**src/hw/mem_pkg.sv**
```systemverilog
//****************************************************************************
// access enums, pipeline stage structs and the byte count helper
//****************************************************************************
package mem_pkg;

    // address source of an access
    typedef enum logic [1:0] {
        ea_pc  = 2'd0,
        ea_da  = 2'd1,
        ea_sp  = 2'd2,
        ea_mem = 2'd3
    } ea_sel_t;

    typedef enum logic [1:0] {
        size_byte = 2'd0,
        size_word = 2'd1,
        size_long = 2'd2
    } acc_size_t;

    typedef enum logic {
        fetch_long  = 1'b0,   // always 4 bytes
        fetch_sized = 1'b1    // only the access size
    } fetch_mode_t;

    // address generation to sequencer
    typedef struct packed {
        logic [23:0] addr;
        acc_size_t   size;
        logic        is_write;
        logic        is_read;
        logic [2:0]  read_len;    // 1 to 4 bytes
        logic [31:0] wdata;
    } mem_req_t;

    // sequencer to read merging, one per completed read beat
    typedef struct packed {
        logic       valid;
        logic       first;        // clears the result
        logic [1:0] dst_byte;     // landing byte of the first taken byte
        logic       take_hi_only;
        logic       take_lo_only;
    } read_beat_t;

    function automatic logic [2:0] size_bytes(acc_size_t s);
        case (s)
            size_byte: return 3'd1;
            size_word: return 3'd2;
            default:   return 3'd4;
        endcase
    endfunction

endpackage

```
**src/hw/mem_addr_gen.sv**
```systemverilog
//****************************************************************************
// address selection, ea register, cached read address and request decision
//****************************************************************************
`timescale 1ns/1ps

module mem_addr_gen #(
    parameter int ADDR_W = 24
) (
    input  logic                 clk,
    input  logic                 rst,
    input  logic                 cen,
    input  mem_pkg::ea_sel_t     ea_sel,
    input  mem_pkg::acc_size_t   size,
    input  mem_pkg::fetch_mode_t fetch_mode,
    input  logic                 wr,
    input  logic                 inc_pc,
    input  logic                 da2ea,
    input  logic [31:0]          da,
    input  logic [ADDR_W-1:0]    pc,
    input  logic [31:0]          xsp,
    input  logic [31:0]          md,
    input  logic                 seq_active,
    output mem_pkg::mem_req_t    req,
    output logic                 start,
    output logic [31:0]          ea,
    output logic                 pending
);

    logic [ADDR_W-1:0] nx_addr;
    logic [ADDR_W-1:0] ca;        // cached read address
    logic              wr_l;      // wr at the last idle cen edge
    logic              pc_ok;
    logic              write_req;
    logic              read_req;

    always_comb begin
        case (ea_sel)
            mem_pkg::ea_da:  nx_addr = da[ADDR_W-1:0];
            mem_pkg::ea_sp:  nx_addr = xsp[ADDR_W-1:0];
            mem_pkg::ea_mem: nx_addr = ea[ADDR_W-1:0];
            default:         nx_addr = pc;
        endcase
    end

    // pc reads wait for a stable pc
    assign pc_ok     = !inc_pc || ea_sel != mem_pkg::ea_pc;
    assign write_req = wr && !wr_l;
    assign read_req  = !wr && nx_addr != ca && pc_ok;
    assign pending   = write_req || read_req;
    assign start     = pending && !seq_active;

    always_comb begin
        req.addr     = 24'(nx_addr);
        req.size     = size;
        req.is_write = write_req;
        req.is_read  = read_req;
        req.wdata    = md;
        if (ea_sel == mem_pkg::ea_pc || fetch_mode == mem_pkg::fetch_long)
            req.read_len = 3'd4;  // pc fetches are always long
        else
            req.read_len = mem_pkg::size_bytes(size);
    end

    always_ff @(posedge clk or posedge rst) begin
        if (rst) begin
            ca   <= '1;
            wr_l <= 1'b0;
            ea   <= '0;
        end else if (cen) begin
            if (da2ea)
                ea <= da;
            if (!seq_active)
                wr_l <= wr;  // a rise during a busy access is caught later
            if (start)
                ca <= write_req ? '1 : nx_addr;  // writes drop the cached address
        end
    end

endmodule

```
**src/hw/mem_bus_seq.sv**
```systemverilog
//****************************************************************************
// bus beat sequencer for writes and reads, lane enables and data alignment
//****************************************************************************
`timescale 1ns/1ps

module mem_bus_seq #(
    parameter int ADDR_W = 24
) (
    input  logic                clk,
    input  logic                rst,
    input  logic                cen,
    input  mem_pkg::mem_req_t   req,
    input  logic                start,
    input  logic                bus_busy,
    output logic [ADDR_W-1:0]   bus_addr,
    output logic [15:0]         bus_din,
    output logic [1:0]          bus_we,
    output logic                bus_rd,
    output mem_pkg::read_beat_t beat,
    output logic                seq_active
);

    typedef enum logic [1:0] {
        idle       = 2'd0,
        write_beat = 2'd1,
        read_beat  = 2'd2
    } state_t;

    state_t      state;
    logic [1:0]  lanes;        // byte lanes of the current beat
    logic [2:0]  left;         // bytes still to go after this beat
    logic [2:0]  taken;        // bytes moved by earlier beats
    logic        first;
    logic [23:0] wbuf;         // write bytes not yet on the bus
    logic [39:0] wd_align;
    logic [2:0]  req_len;
    logic [1:0]  start_lanes;
    logic [1:0]  next_lanes;
    logic        accept;
    logic        beat_done;

    function automatic logic [2:0] lane_cnt(logic [1:0] l);
        return (l == 2'b11) ? 3'd2 : 3'd1;
    endfunction

    assign accept    = cen && start && state == idle;
    assign beat_done = cen && !bus_busy && state != idle;

    assign req_len = req.is_write ? mem_pkg::size_bytes(req.size) : req.read_len;

    // odd start begins with the high lane only
    assign start_lanes = req.addr[0] ? 2'b10 : (req_len >= 3'd2 ? 2'b11 : 2'b01);
    assign next_lanes  = (left >= 3'd2) ? 2'b11 : 2'b01;  // later beats are even
    assign wd_align    = req.addr[0] ? {req.wdata, 8'h00} : {8'h00, req.wdata};

    assign seq_active = state != idle;
    assign bus_rd     = state == read_beat;
    assign bus_we     = (state == write_beat) ? lanes : 2'b00;

    always_comb begin
        beat.valid        = cen && !bus_busy && bus_rd;
        beat.first        = first;
        beat.dst_byte     = taken[1:0];
        beat.take_hi_only = lanes == 2'b10;
        beat.take_lo_only = lanes == 2'b01;
    end

    always_ff @(posedge clk or posedge rst) begin
        if (rst) begin
            state    <= idle;
            lanes    <= 2'b00;
            left     <= 3'd0;
            taken    <= 3'd0;
            first    <= 1'b0;
            bus_addr <= '0;
        end else if (accept) begin
            bus_addr <= ADDR_W'(req.addr);
            lanes    <= start_lanes;
            left     <= req_len - lane_cnt(start_lanes);
            taken    <= 3'd0;
            first    <= 1'b1;
            if (req.is_write)
                state <= write_beat;
            else if (req.is_read)
                state <= read_beat;
        end else if (beat_done) begin
            first <= 1'b0;
            taken <= taken + lane_cnt(lanes);
            if (left == 3'd0) begin
                state <= idle;  // last beat done
            end else begin
                bus_addr <= bus_addr + (bus_addr[0] ? ADDR_W'(1) : ADDR_W'(2));
                lanes    <= next_lanes;
                left     <= left - lane_cnt(next_lanes);
            end
        end
    end

    // write data shifts out 16 bits per beat
    always_ff @(posedge clk) begin
        if (accept && req.is_write) begin
            bus_din <= wd_align[15:0];
            wbuf    <= wd_align[39:16];
        end else if (beat_done && state == write_beat) begin
            bus_din <= wbuf[15:0];
            wbuf    <= wbuf >> 16;
        end
    end

    a_rd_we_excl: assert property (@(posedge clk) disable iff (rst)
        !(bus_rd && bus_we != 2'b00))
        else $error("bus_rd and bus_we active together");

    // a cycle held by bus_busy keeps its address and strobes
    a_bus_hold: assert property (@(posedge clk) disable iff (rst)
        seq_active && bus_busy |=> $stable(bus_addr) && $stable(bus_we) && $stable(bus_rd))
        else $error("bus cycle changed while bus_busy was high");

    a_start_idle: assert property (@(posedge clk) disable iff (rst)
        cen && start |-> !seq_active)
        else $error("start seen while an access is active");

endmodule

```
**src/hw/mem_read_merge.sv**
```systemverilog
//****************************************************************************
// result register that gathers the bytes of read beats
//****************************************************************************
`timescale 1ns/1ps

module mem_read_merge (
    input  logic                clk,
    input  logic                rst,
    input  logic                cen,
    input  mem_pkg::read_beat_t beat,
    input  logic [15:0]         bus_dout,
    output logic [31:0]         mdata
);

    logic [3:0][7:0] nx_data;
    logic [1:0]      dst_hi;   // landing byte of the high lane in a full beat

    assign dst_hi = beat.dst_byte + 2'd1;

    always_comb begin
        nx_data = beat.first ? '0 : mdata;  // unfetched bytes stay zero
        if (beat.take_hi_only) begin
            nx_data[beat.dst_byte] = bus_dout[15:8];
        end else if (beat.take_lo_only) begin
            nx_data[beat.dst_byte] = bus_dout[7:0];
        end else begin
            nx_data[beat.dst_byte] = bus_dout[7:0];
            nx_data[dst_hi]        = bus_dout[15:8];
        end
    end

    always_ff @(posedge clk or posedge rst) begin
        if (rst)
            mdata <= '0;
        else if (cen && beat.valid)
            mdata <= nx_data;
    end

    a_one_lane: assert property (@(posedge clk) disable iff (rst)
        beat.valid |-> !(beat.take_hi_only && beat.take_lo_only))
        else $error("read beat marks both single lanes");

endmodule

```
**src/hw/mem_unit.sv**
```systemverilog
//****************************************************************************
// memory access unit top, address generation, sequencer and read merging
//****************************************************************************
`timescale 1ns/1ps

module mem_unit #(
    parameter int ADDR_W = 24
) (
    input  logic                 clk,
    input  logic                 rst,
    input  logic                 cen,
    // 16-bit bus
    output logic [ADDR_W-1:0]    bus_addr,
    input  logic [15:0]          bus_dout,
    input  logic                 bus_busy,
    output logic [15:0]          bus_din,
    output logic [1:0]           bus_we,
    output logic                 bus_rd,
    // core control
    input  mem_pkg::ea_sel_t     ea_sel,
    input  mem_pkg::acc_size_t   size,
    input  mem_pkg::fetch_mode_t fetch_mode,
    input  logic                 wr,
    input  logic                 inc_pc,   // pc reads wait while high
    input  logic                 da2ea,
    input  logic [31:0]          da,
    input  logic [ADDR_W-1:0]    pc,
    input  logic [31:0]          xsp,
    input  logic [31:0]          md,
    output logic [31:0]          ea,
    output logic [31:0]          mdata,
    output logic                 busy
);

    mem_pkg::mem_req_t   req;
    mem_pkg::read_beat_t beat;
    logic                start;
    logic                pending;
    logic                seq_active;

    assign busy = pending || seq_active;

    mem_addr_gen #(
        .ADDR_W(ADDR_W)
    ) u_addr_gen (
        .clk       (clk),
        .rst       (rst),
        .cen       (cen),
        .ea_sel    (ea_sel),
        .size      (size),
        .fetch_mode(fetch_mode),
        .wr        (wr),
        .inc_pc    (inc_pc),
        .da2ea     (da2ea),
        .da        (da),
        .pc        (pc),
        .xsp       (xsp),
        .md        (md),
        .seq_active(seq_active),
        .req       (req),
        .start     (start),
        .ea        (ea),
        .pending   (pending)
    );

    mem_bus_seq #(
        .ADDR_W(ADDR_W)
    ) u_bus_seq (
        .clk       (clk),
        .rst       (rst),
        .cen       (cen),
        .req       (req),
        .start     (start),
        .bus_busy  (bus_busy),
        .bus_addr  (bus_addr),
        .bus_din   (bus_din),
        .bus_we    (bus_we),
        .bus_rd    (bus_rd),
        .beat      (beat),
        .seq_active(seq_active)
    );

    mem_read_merge u_read_merge (
        .clk     (clk),
        .rst     (rst),
        .cen     (cen),
        .beat    (beat),
        .bus_dout(bus_dout),
        .mdata   (mdata)
    );

endmodule

```
**config.mk**
```make
export PLATFORM = sky130hd
export DESIGN_NAME = mem_unit
export DESIGN_NICKNAME = d
export VERILOG_FILES = /design/src/hw/mem_pkg.sv /design/src/hw/mem_addr_gen.sv /design/src/hw/mem_bus_seq.sv /design/src/hw/mem_read_merge.sv /design/src/hw/mem_unit.sv
export SDC_FILE = /design/constraint.sdc
export NUM_CORES = 1
export LEC_CHECK = 0
export ABC_AREA = 1
export BUFFER_PORTS_ARGS = -buffer_cell sky130_fd_sc_hd__buf_2
export CAP_MARGIN = 25
export CORE_UTILIZATION = 30
export DETAILED_ROUTE_END_ITERATION = 10
export MAX_ROUTING_LAYER = met4
export PLACE_DENSITY = 0.58
export SLEW_MARGIN = 20
export SYNTH_ARGS = -nofsm -noshare
export SYNTH_HDL_FRONTEND = slang
export SYNTH_SLANG_ARGS = --single-unit
```
**constraint.sdc**
```tcl
create_clock -name clk -period 7.2 [get_ports clk]
set_input_delay 1.44 -clock clk [delete_from_list [all_inputs] [get_ports clk]]
set_output_delay 1.44 -clock clk [all_outputs]
set_load 0.02 [all_outputs]
```
; Yosys cells after proc, flatten, opt, wreduce, memory -nomap -nowiden
; Cells that the tools add are included.
[op_classes]
add_sub_neg = 5
multipliers = 0
div = 0
order_cmp = 6
eq_ne = 14
shifts = 0
mux = 46
n_bitwise = 2
n_reduce_logical = 37
[ops]
columns = operator, n
row1 = $mux W24, 6
row2 = $bwmux W32, 3
row3 = $mux W32, 3
row4 = $pmux W24 S3, 1
row5 = $mux W40, 1
row6 = $demux W8 S2, 2
row7 = $mux W16, 2
row8 = $mux W2, 16
row9 = $add A24 B24 Y24, 1
row10 = $ne A24 B24 Y1, 1
row11 = $mux W3, 7
row12 = $mux W8, 2
row13 = $eq A2 B2 Y1 const B, 7
row14 = $logic_and A1 B1 Y1, 14
row15 = $reduce_bool A2 Y1, 5
row16 = $eq A2 B1 Y1 const B, 4
row17 = $reduce_and A2 Y1, 4
row18 = $ge A3 B2 Y1 const B, 2
row19 = $logic_not A2 Y1, 3
row20 = $lt A2 B3 Y1 const B, 2
row21 = $pmux W3 S2, 1
row22 = $sub A3 B3 Y3, 2
row23 = $logic_not A1 Y1, 5
row24 = $ge A2 B1 Y1 const B, 2
row25 = 9 further kinds, 14
[word_totals]
ff_bits = 164
latch_bits = 0
ram_bits = 0
rom_bits = 0
in_bits = 148
memories = 0

; Longest topological paths before layout
[logic_depth]
depth_word = 11
ltp_mapped = 21
depth_no_buf = 18

; Modules after synthesis
; Synthesis repeated with hierarchy kept, for this count alone.
[unflattened]
cells_unflattened = 1691
area_unflattened_um2 = 11382.2
[by_module_without_submodules]
columns = mod, instances, cells_per_inst, area_per_inst_um2
row1 = mem_bus_seq, 1, 547, 4300.4
row2 = mem_addr_gen, 1, 539, 3976.3
row3 = mem_read_merge, 1, 602, 3094.2
row4 = mem_unit, 1, 3, 11.3

; Least setup slack after synthesis
; Ideal clock, no wire load.
[synth_path]
kind = in2reg
from = in cen
to = reg u_bus_seq.bus_din[0], enable pin
setup_time_ps = 493
t_arrival_ps = 4747
required_time_ps = 6707
setup_slack_ps = 1960
cell_stages = 4
path_buffers = 0
path_cell_list = inv_1 > nor3_1 > inv_1 > o21ai_0
[synth_via]
elab_chain_cells = 4
elab_cells_between_ends = 7
classes_between = reduce/logical (7)
[synth_lines]
columns = element, line
row1 = start: declaration, mem_unit.sv:11  ; input logic cen,
row2 = $logic_and A1 B1 Y1 (on tied branches) (2 in a row), "mem_bus_seq.sv:47, mem_bus_seq.sv:46"
row3 = $logic_and A1 B1 Y1 (on tied branches), "mem_bus_seq.sv:104, mem_bus_seq.sv:101"
row4 = $reduce_bool A2 Y1 (no source line) *, --
row5 = end signal: assignment, mem_bus_seq.sv:102  ; bus_din <= wd_align[15:0];
row6 = end signal: assignment, mem_bus_seq.sv:105  ; bus_din <= wbuf[15:0];
row7 = end: declaration, mem_bus_seq.sv:16  ; output logic [15:0] bus_din,
; Every way passes the cells marked *; elsewhere a longest branch is shown, timed or not.
; A chain may end at the register's enable or synchronous reset.

; Worst setup path in the final report
[layout_path]
from = in ea_sel[1]
to = out busy
[layout_via]
elab_chain_cells = 7
elab_cells_between_ends = 11
classes_between = eq/ne (4) / mux (1) / reduce/logical (6)
[layout_lines]
columns = element, line
row1 = start: declaration, mem_unit.sv:20  ; input mem_pkg::ea_sel_t ea_sel,
row2 = $eq A2 B2 Y1 / $eq A2 B1 Y1 (equally long branches), mem_addr_gen.sv:37  ; case (ea_sel)
row3 = $pmux W24 S3, mem_addr_gen.sv:37
row4 = $ne A24 B24 Y1, mem_addr_gen.sv:48  ; assign read_req = !wr && nx_addr != ca && pc_ok;
row5 = $logic_and A1 B1 Y1, mem_addr_gen.sv:48
row6 = $logic_and A1 B1 Y1 *, mem_addr_gen.sv:48
row7 = $logic_or A1 B1 Y1 *, mem_addr_gen.sv:49  ; assign pending = write_req || read_req;
row8 = $logic_or A1 B1 Y1 *, mem_unit.sv:41  ; assign busy = pending || seq_active;
row9 = end: declaration, mem_unit.sv:32  ; output logic busy
; Marks and branches as above.

==> results.md <==
* Critical Path Start: ea_sel[1]
* GRT Overall Usage at 0.189
* RR Startpoint: u_addr_gen.ea[19]
* Clock skew at 14.8 ps
* Setup bufs post-CTS at 0
* Vias in the first global route at about 8700
* Clk root buf: clkbuf_16
* Power Dens Cells at 378 nW/um^2
* Top cells by area, synth: dfrtp_1 26%, edfxtp_1 12%, nand2_1 12%, dfstp_2 6.6%, o21ai_0 4.7%
* Post-Route WL at 29.8 mm
* Max Buffers Root-to-Sink at 2
* Post-Synthesis Cells at between 1000 and 1500
* Via/cell ratio at 4.94
* Slowest stage delay, CP at 420 ps
* Syn Std Cell Area at 9620 sq um
* CP required at 5760 ps
* Largest net degree at the start of global routing at 67
* # hold bufs at CTS at 0
* Reg-to-reg slack, setup at a little over 4000 ps
* CTS sink cnt at 163
* Worst slew pin tran at approximately 1000 ps
* Fillers at around 3300
* Via count at a little over 9000
* WL/cell at 16.0 um
* Share of the synthesized area in the top cell type at 0.258
* Top_reg_cell synth: dfrtp_1
* Asr flop ratio synth at 0.755
* Leading area contributor after synthesis: dfrtp_1
* Maximum VDD drop at 188 uV
* FF-to-FF path depth at 15
* I/O Buffers at ~250
* Remaining antenna violation count at 0
* Minimum clock period at a little over 5000 ps
* RR Endpoint: u_addr_gen.ca[6]
* Crit-path max FO at 25
* Count of cell types in the netlist at 40
* Reg clk slew, reported paths at 60 ps
* CTS tree: built
* # DRC at 0
* CTS buffer count at 17
* RSZ-0062 raised after global routing: false
* Final Net Count at 1604
* Routability Congestion at between 0.8 and 0.9
* # Max-Cap Violations at 0
* Pwr Total at 4.45 mW
* Yosys reg bits at roughly 160
* Die area at 32800 sq um
* Number of synthesized flops with an enable pin at 40
* Initial antenna violation count at 5
* Slew HR at 0.315
* Yosys warnings at 0
* Max-slew violation count at 0
* Finish-stage setup viols at 0
* Crit-path cells: buf_2 > inv_4 > nor2_4 > nand2_1 > nand3_1 > o21ai_0 > nand2_1 > nand2_1 > nor2_1 > nand2_1 > nor2_1 > nand3_1 > nand2_2 > nand3_1 > buf_2
* Final Core Density at 0.373
* Initial DRC count at 643
* Min-delay worst type: register to register
* CP endpoint: busy
* Post-route setup TNS at 0 ps
* Post_cts resized at 0
* Final hold violations at 0
* Post-DP HPWL at 21.4 mm
* Row count at 65
* Maximum clock rate at 195 MHz
* DRT Pass-1 Iters at 7
* # H-tree levels at 4
* WP data arrival at 3680 ps
* Area grow syn2layout at 22.5%
* Post-Syn Nets at 1385
* Tcrit/Tclk final at 0.712
* Startpoint types: primary input
* Grt total ovfl at 0
* CP most frequent cell: nand2_1
* Slowest CP cell: nor2_4
* Fraction of layout cells with a size suffix above 1 at 0.254
* Initial core utilization at 0.305
* Critical path class: primary input to output pin
* First-pass GRT wire length at between 40 and 50 mm
* I/O pin count at roughly 260
* Core ar. at around 32000 sq um
* Status: completed
* Leak at 5.66 nW
* Worst-Skew Late Latency at 450 ps
* Die height at 181 um
* Synthesized area per cell at 7.82 sq um
* Die width at around 180 um
* Crit end category: output pin
* Register area share after synthesis at 0.448
==> metal layers <==
metal / track usage / vias up / share of wire / wire length [um]
met2: 0.290 / 265 / 0.46 / 13700
met5: - / - / 0 / 0
met1: 0.249 / 4379 / 0.47 / 14000
li1: - / 4561 / - / -
met3: 0.0391 / 34 / 0.053 / 1580
met4: 0.0610 / 0 / 0.019 / 579
==> final cells by class <==
class / count / area (sq um) / share of cell area
Multi-Input combinational cell: 883 / 4540 / 0.386
Sequential cell: 163 / 4310 / 0.366
Timing Repair Buffer: 259 / 1340 / 0.114
Tap cell: 402 / 503 / 0.0427
Clock buffer: 22 / 495 / 0.0421
Inverter: 125 / 474 / 0.0403
Clock inverter: 10 / 97.6 / 0.00829
Antenna cell: 5 / 12.5 / 0.00106
==> state kept, by name, indices dropped and copies added (netlist names) <==
register	cells
u_bus_seq.taken	2
u_bus_seq.first	1
u_bus_seq.wbuf	24
u_bus_seq.bus_din	16
u_bus_seq.state	2
u_bus_seq.left	3
u_addr_gen.wr_l	1
u_addr_gen.ea	32
u_bus_seq.bus_addr	24
u_read_merge.mdata	32
u_addr_gen.ca	24
u_bus_seq.lanes	2
==> worst min path at each step <==
stage | start | end | cells after the start
final | u_addr_gen.ca[17] | u_addr_gen.ca[17] | 2
after global routing | u_addr_gen.ca[17] | u_addr_gen.ca[17] | 2
after CTS | u_addr_gen.ca[18] | u_addr_gen.ca[18] | 2
after detailed placement | u_addr_gen.ca[17] | u_addr_gen.ca[17] | 2
after global placement | u_addr_gen.ca[21] | u_addr_gen.ca[21] | 2
after floorplan | u_addr_gen.ca[17] | u_addr_gen.ca[17] | 2
==> cell families (layout without fill, tap and decap cells) <==
| group | after synthesis | after routing | share of synthesized area |
|---|---|---|---|
| buf+inv | 184 | 416 | 0.0824 |
| other cells | 0 | 5 | 0 |
| compound gates | 243 | 243 | 0.144 |
| xor+xnor | 20 | 20 | 0.0182 |
| fa+ha+maj | 7 | 7 | 0.0107 |
| mux | 32 | 32 | 0.0375 |
| simple gates | 581 | 581 | 0.260 |
| flops | 163 | 163 | 0.448 |
==> worst max-delay path, delay by kind of cell <==
family / cells / cell delay, ps
AND/OR/NAND/NOR: 11 / 1450
buffers and inverters: 3 / 560
AO/OA/AOI/OAI: 1 / 220
==> through the flow <==
| stage | instance area (sq um) | instances | worst slack, ps | hold WS [ps] |
|---|---|---|---|---|
| 2_1_floorplan | 9620 | 1230 | 1960 | 454 |
| 3_3_place_gp | 11100 | 1829 | 2070 | 466 |
| 3_5_place_dp | 11200 | 1832 | 2060 | 474 |
| 4_1_cts | 11800 | 1864 | 2060 | 484 |
| 5_1_grt | 11800 | 1869 | 1860 | 495 |
| 6_report | 11800 | 1869 | 2080 | 482 |
==> Yosys cell counts (14+ instances only) <==
cell type,instances
a21oi_1,69
clkbuf_1,35
dfrtp_1,99
dfstp_2,24
edfxtp_1,40
inv_1,119
mux2_2,32
nand2_1,305
nand3_1,75
nand3b_1,21
nor2_1,113
nor3_1,23
o21ai_0,90
o21ai_1,31
o221ai_1,26
or2_1,17
xor2_1,14
==> power by group <==
group / switching (mW) / total (mW) / internal [mW] / leakage (nW)
Combinational: 1.29 / 1.95 / 0.659 / 3.53
Clock: 0.406 / 0.933 / 0.527 / 0.292
Sequential: 0.244 / 1.57 / 1.32 / 1.84
==> placed cells by master (no fill, tap or decap), types with 8 or more instances in the layout <==
| cell | n |
|---|---|
| dfrtp_1 | 99 |
| o22ai_1 | 8 |
| nand4_1 | 10 |
| or2_2 | 8 |
| clkbuf_16 | 18 |
| o21ai_1 | 31 |
| nand3_1 | 75 |
| or2_1 | 17 |
| nor2_1 | 111 |
| inv_1 | 118 |
| nor3_1 | 22 |
| a21oi_1 | 69 |
| nand3b_1 | 21 |
| edfxtp_1 | 40 |
| buf_2 | 247 |
| nand2_1 | 305 |
| buf_4 | 10 |
| mux2_2 | 32 |
| o221ai_1 | 26 |
| o21ai_0 | 89 |
| xor2_1 | 14 |
| o211ai_1 | 11 |
| dfstp_2 | 24 |
Note: power is estimated with default switching activity, not from simulation.
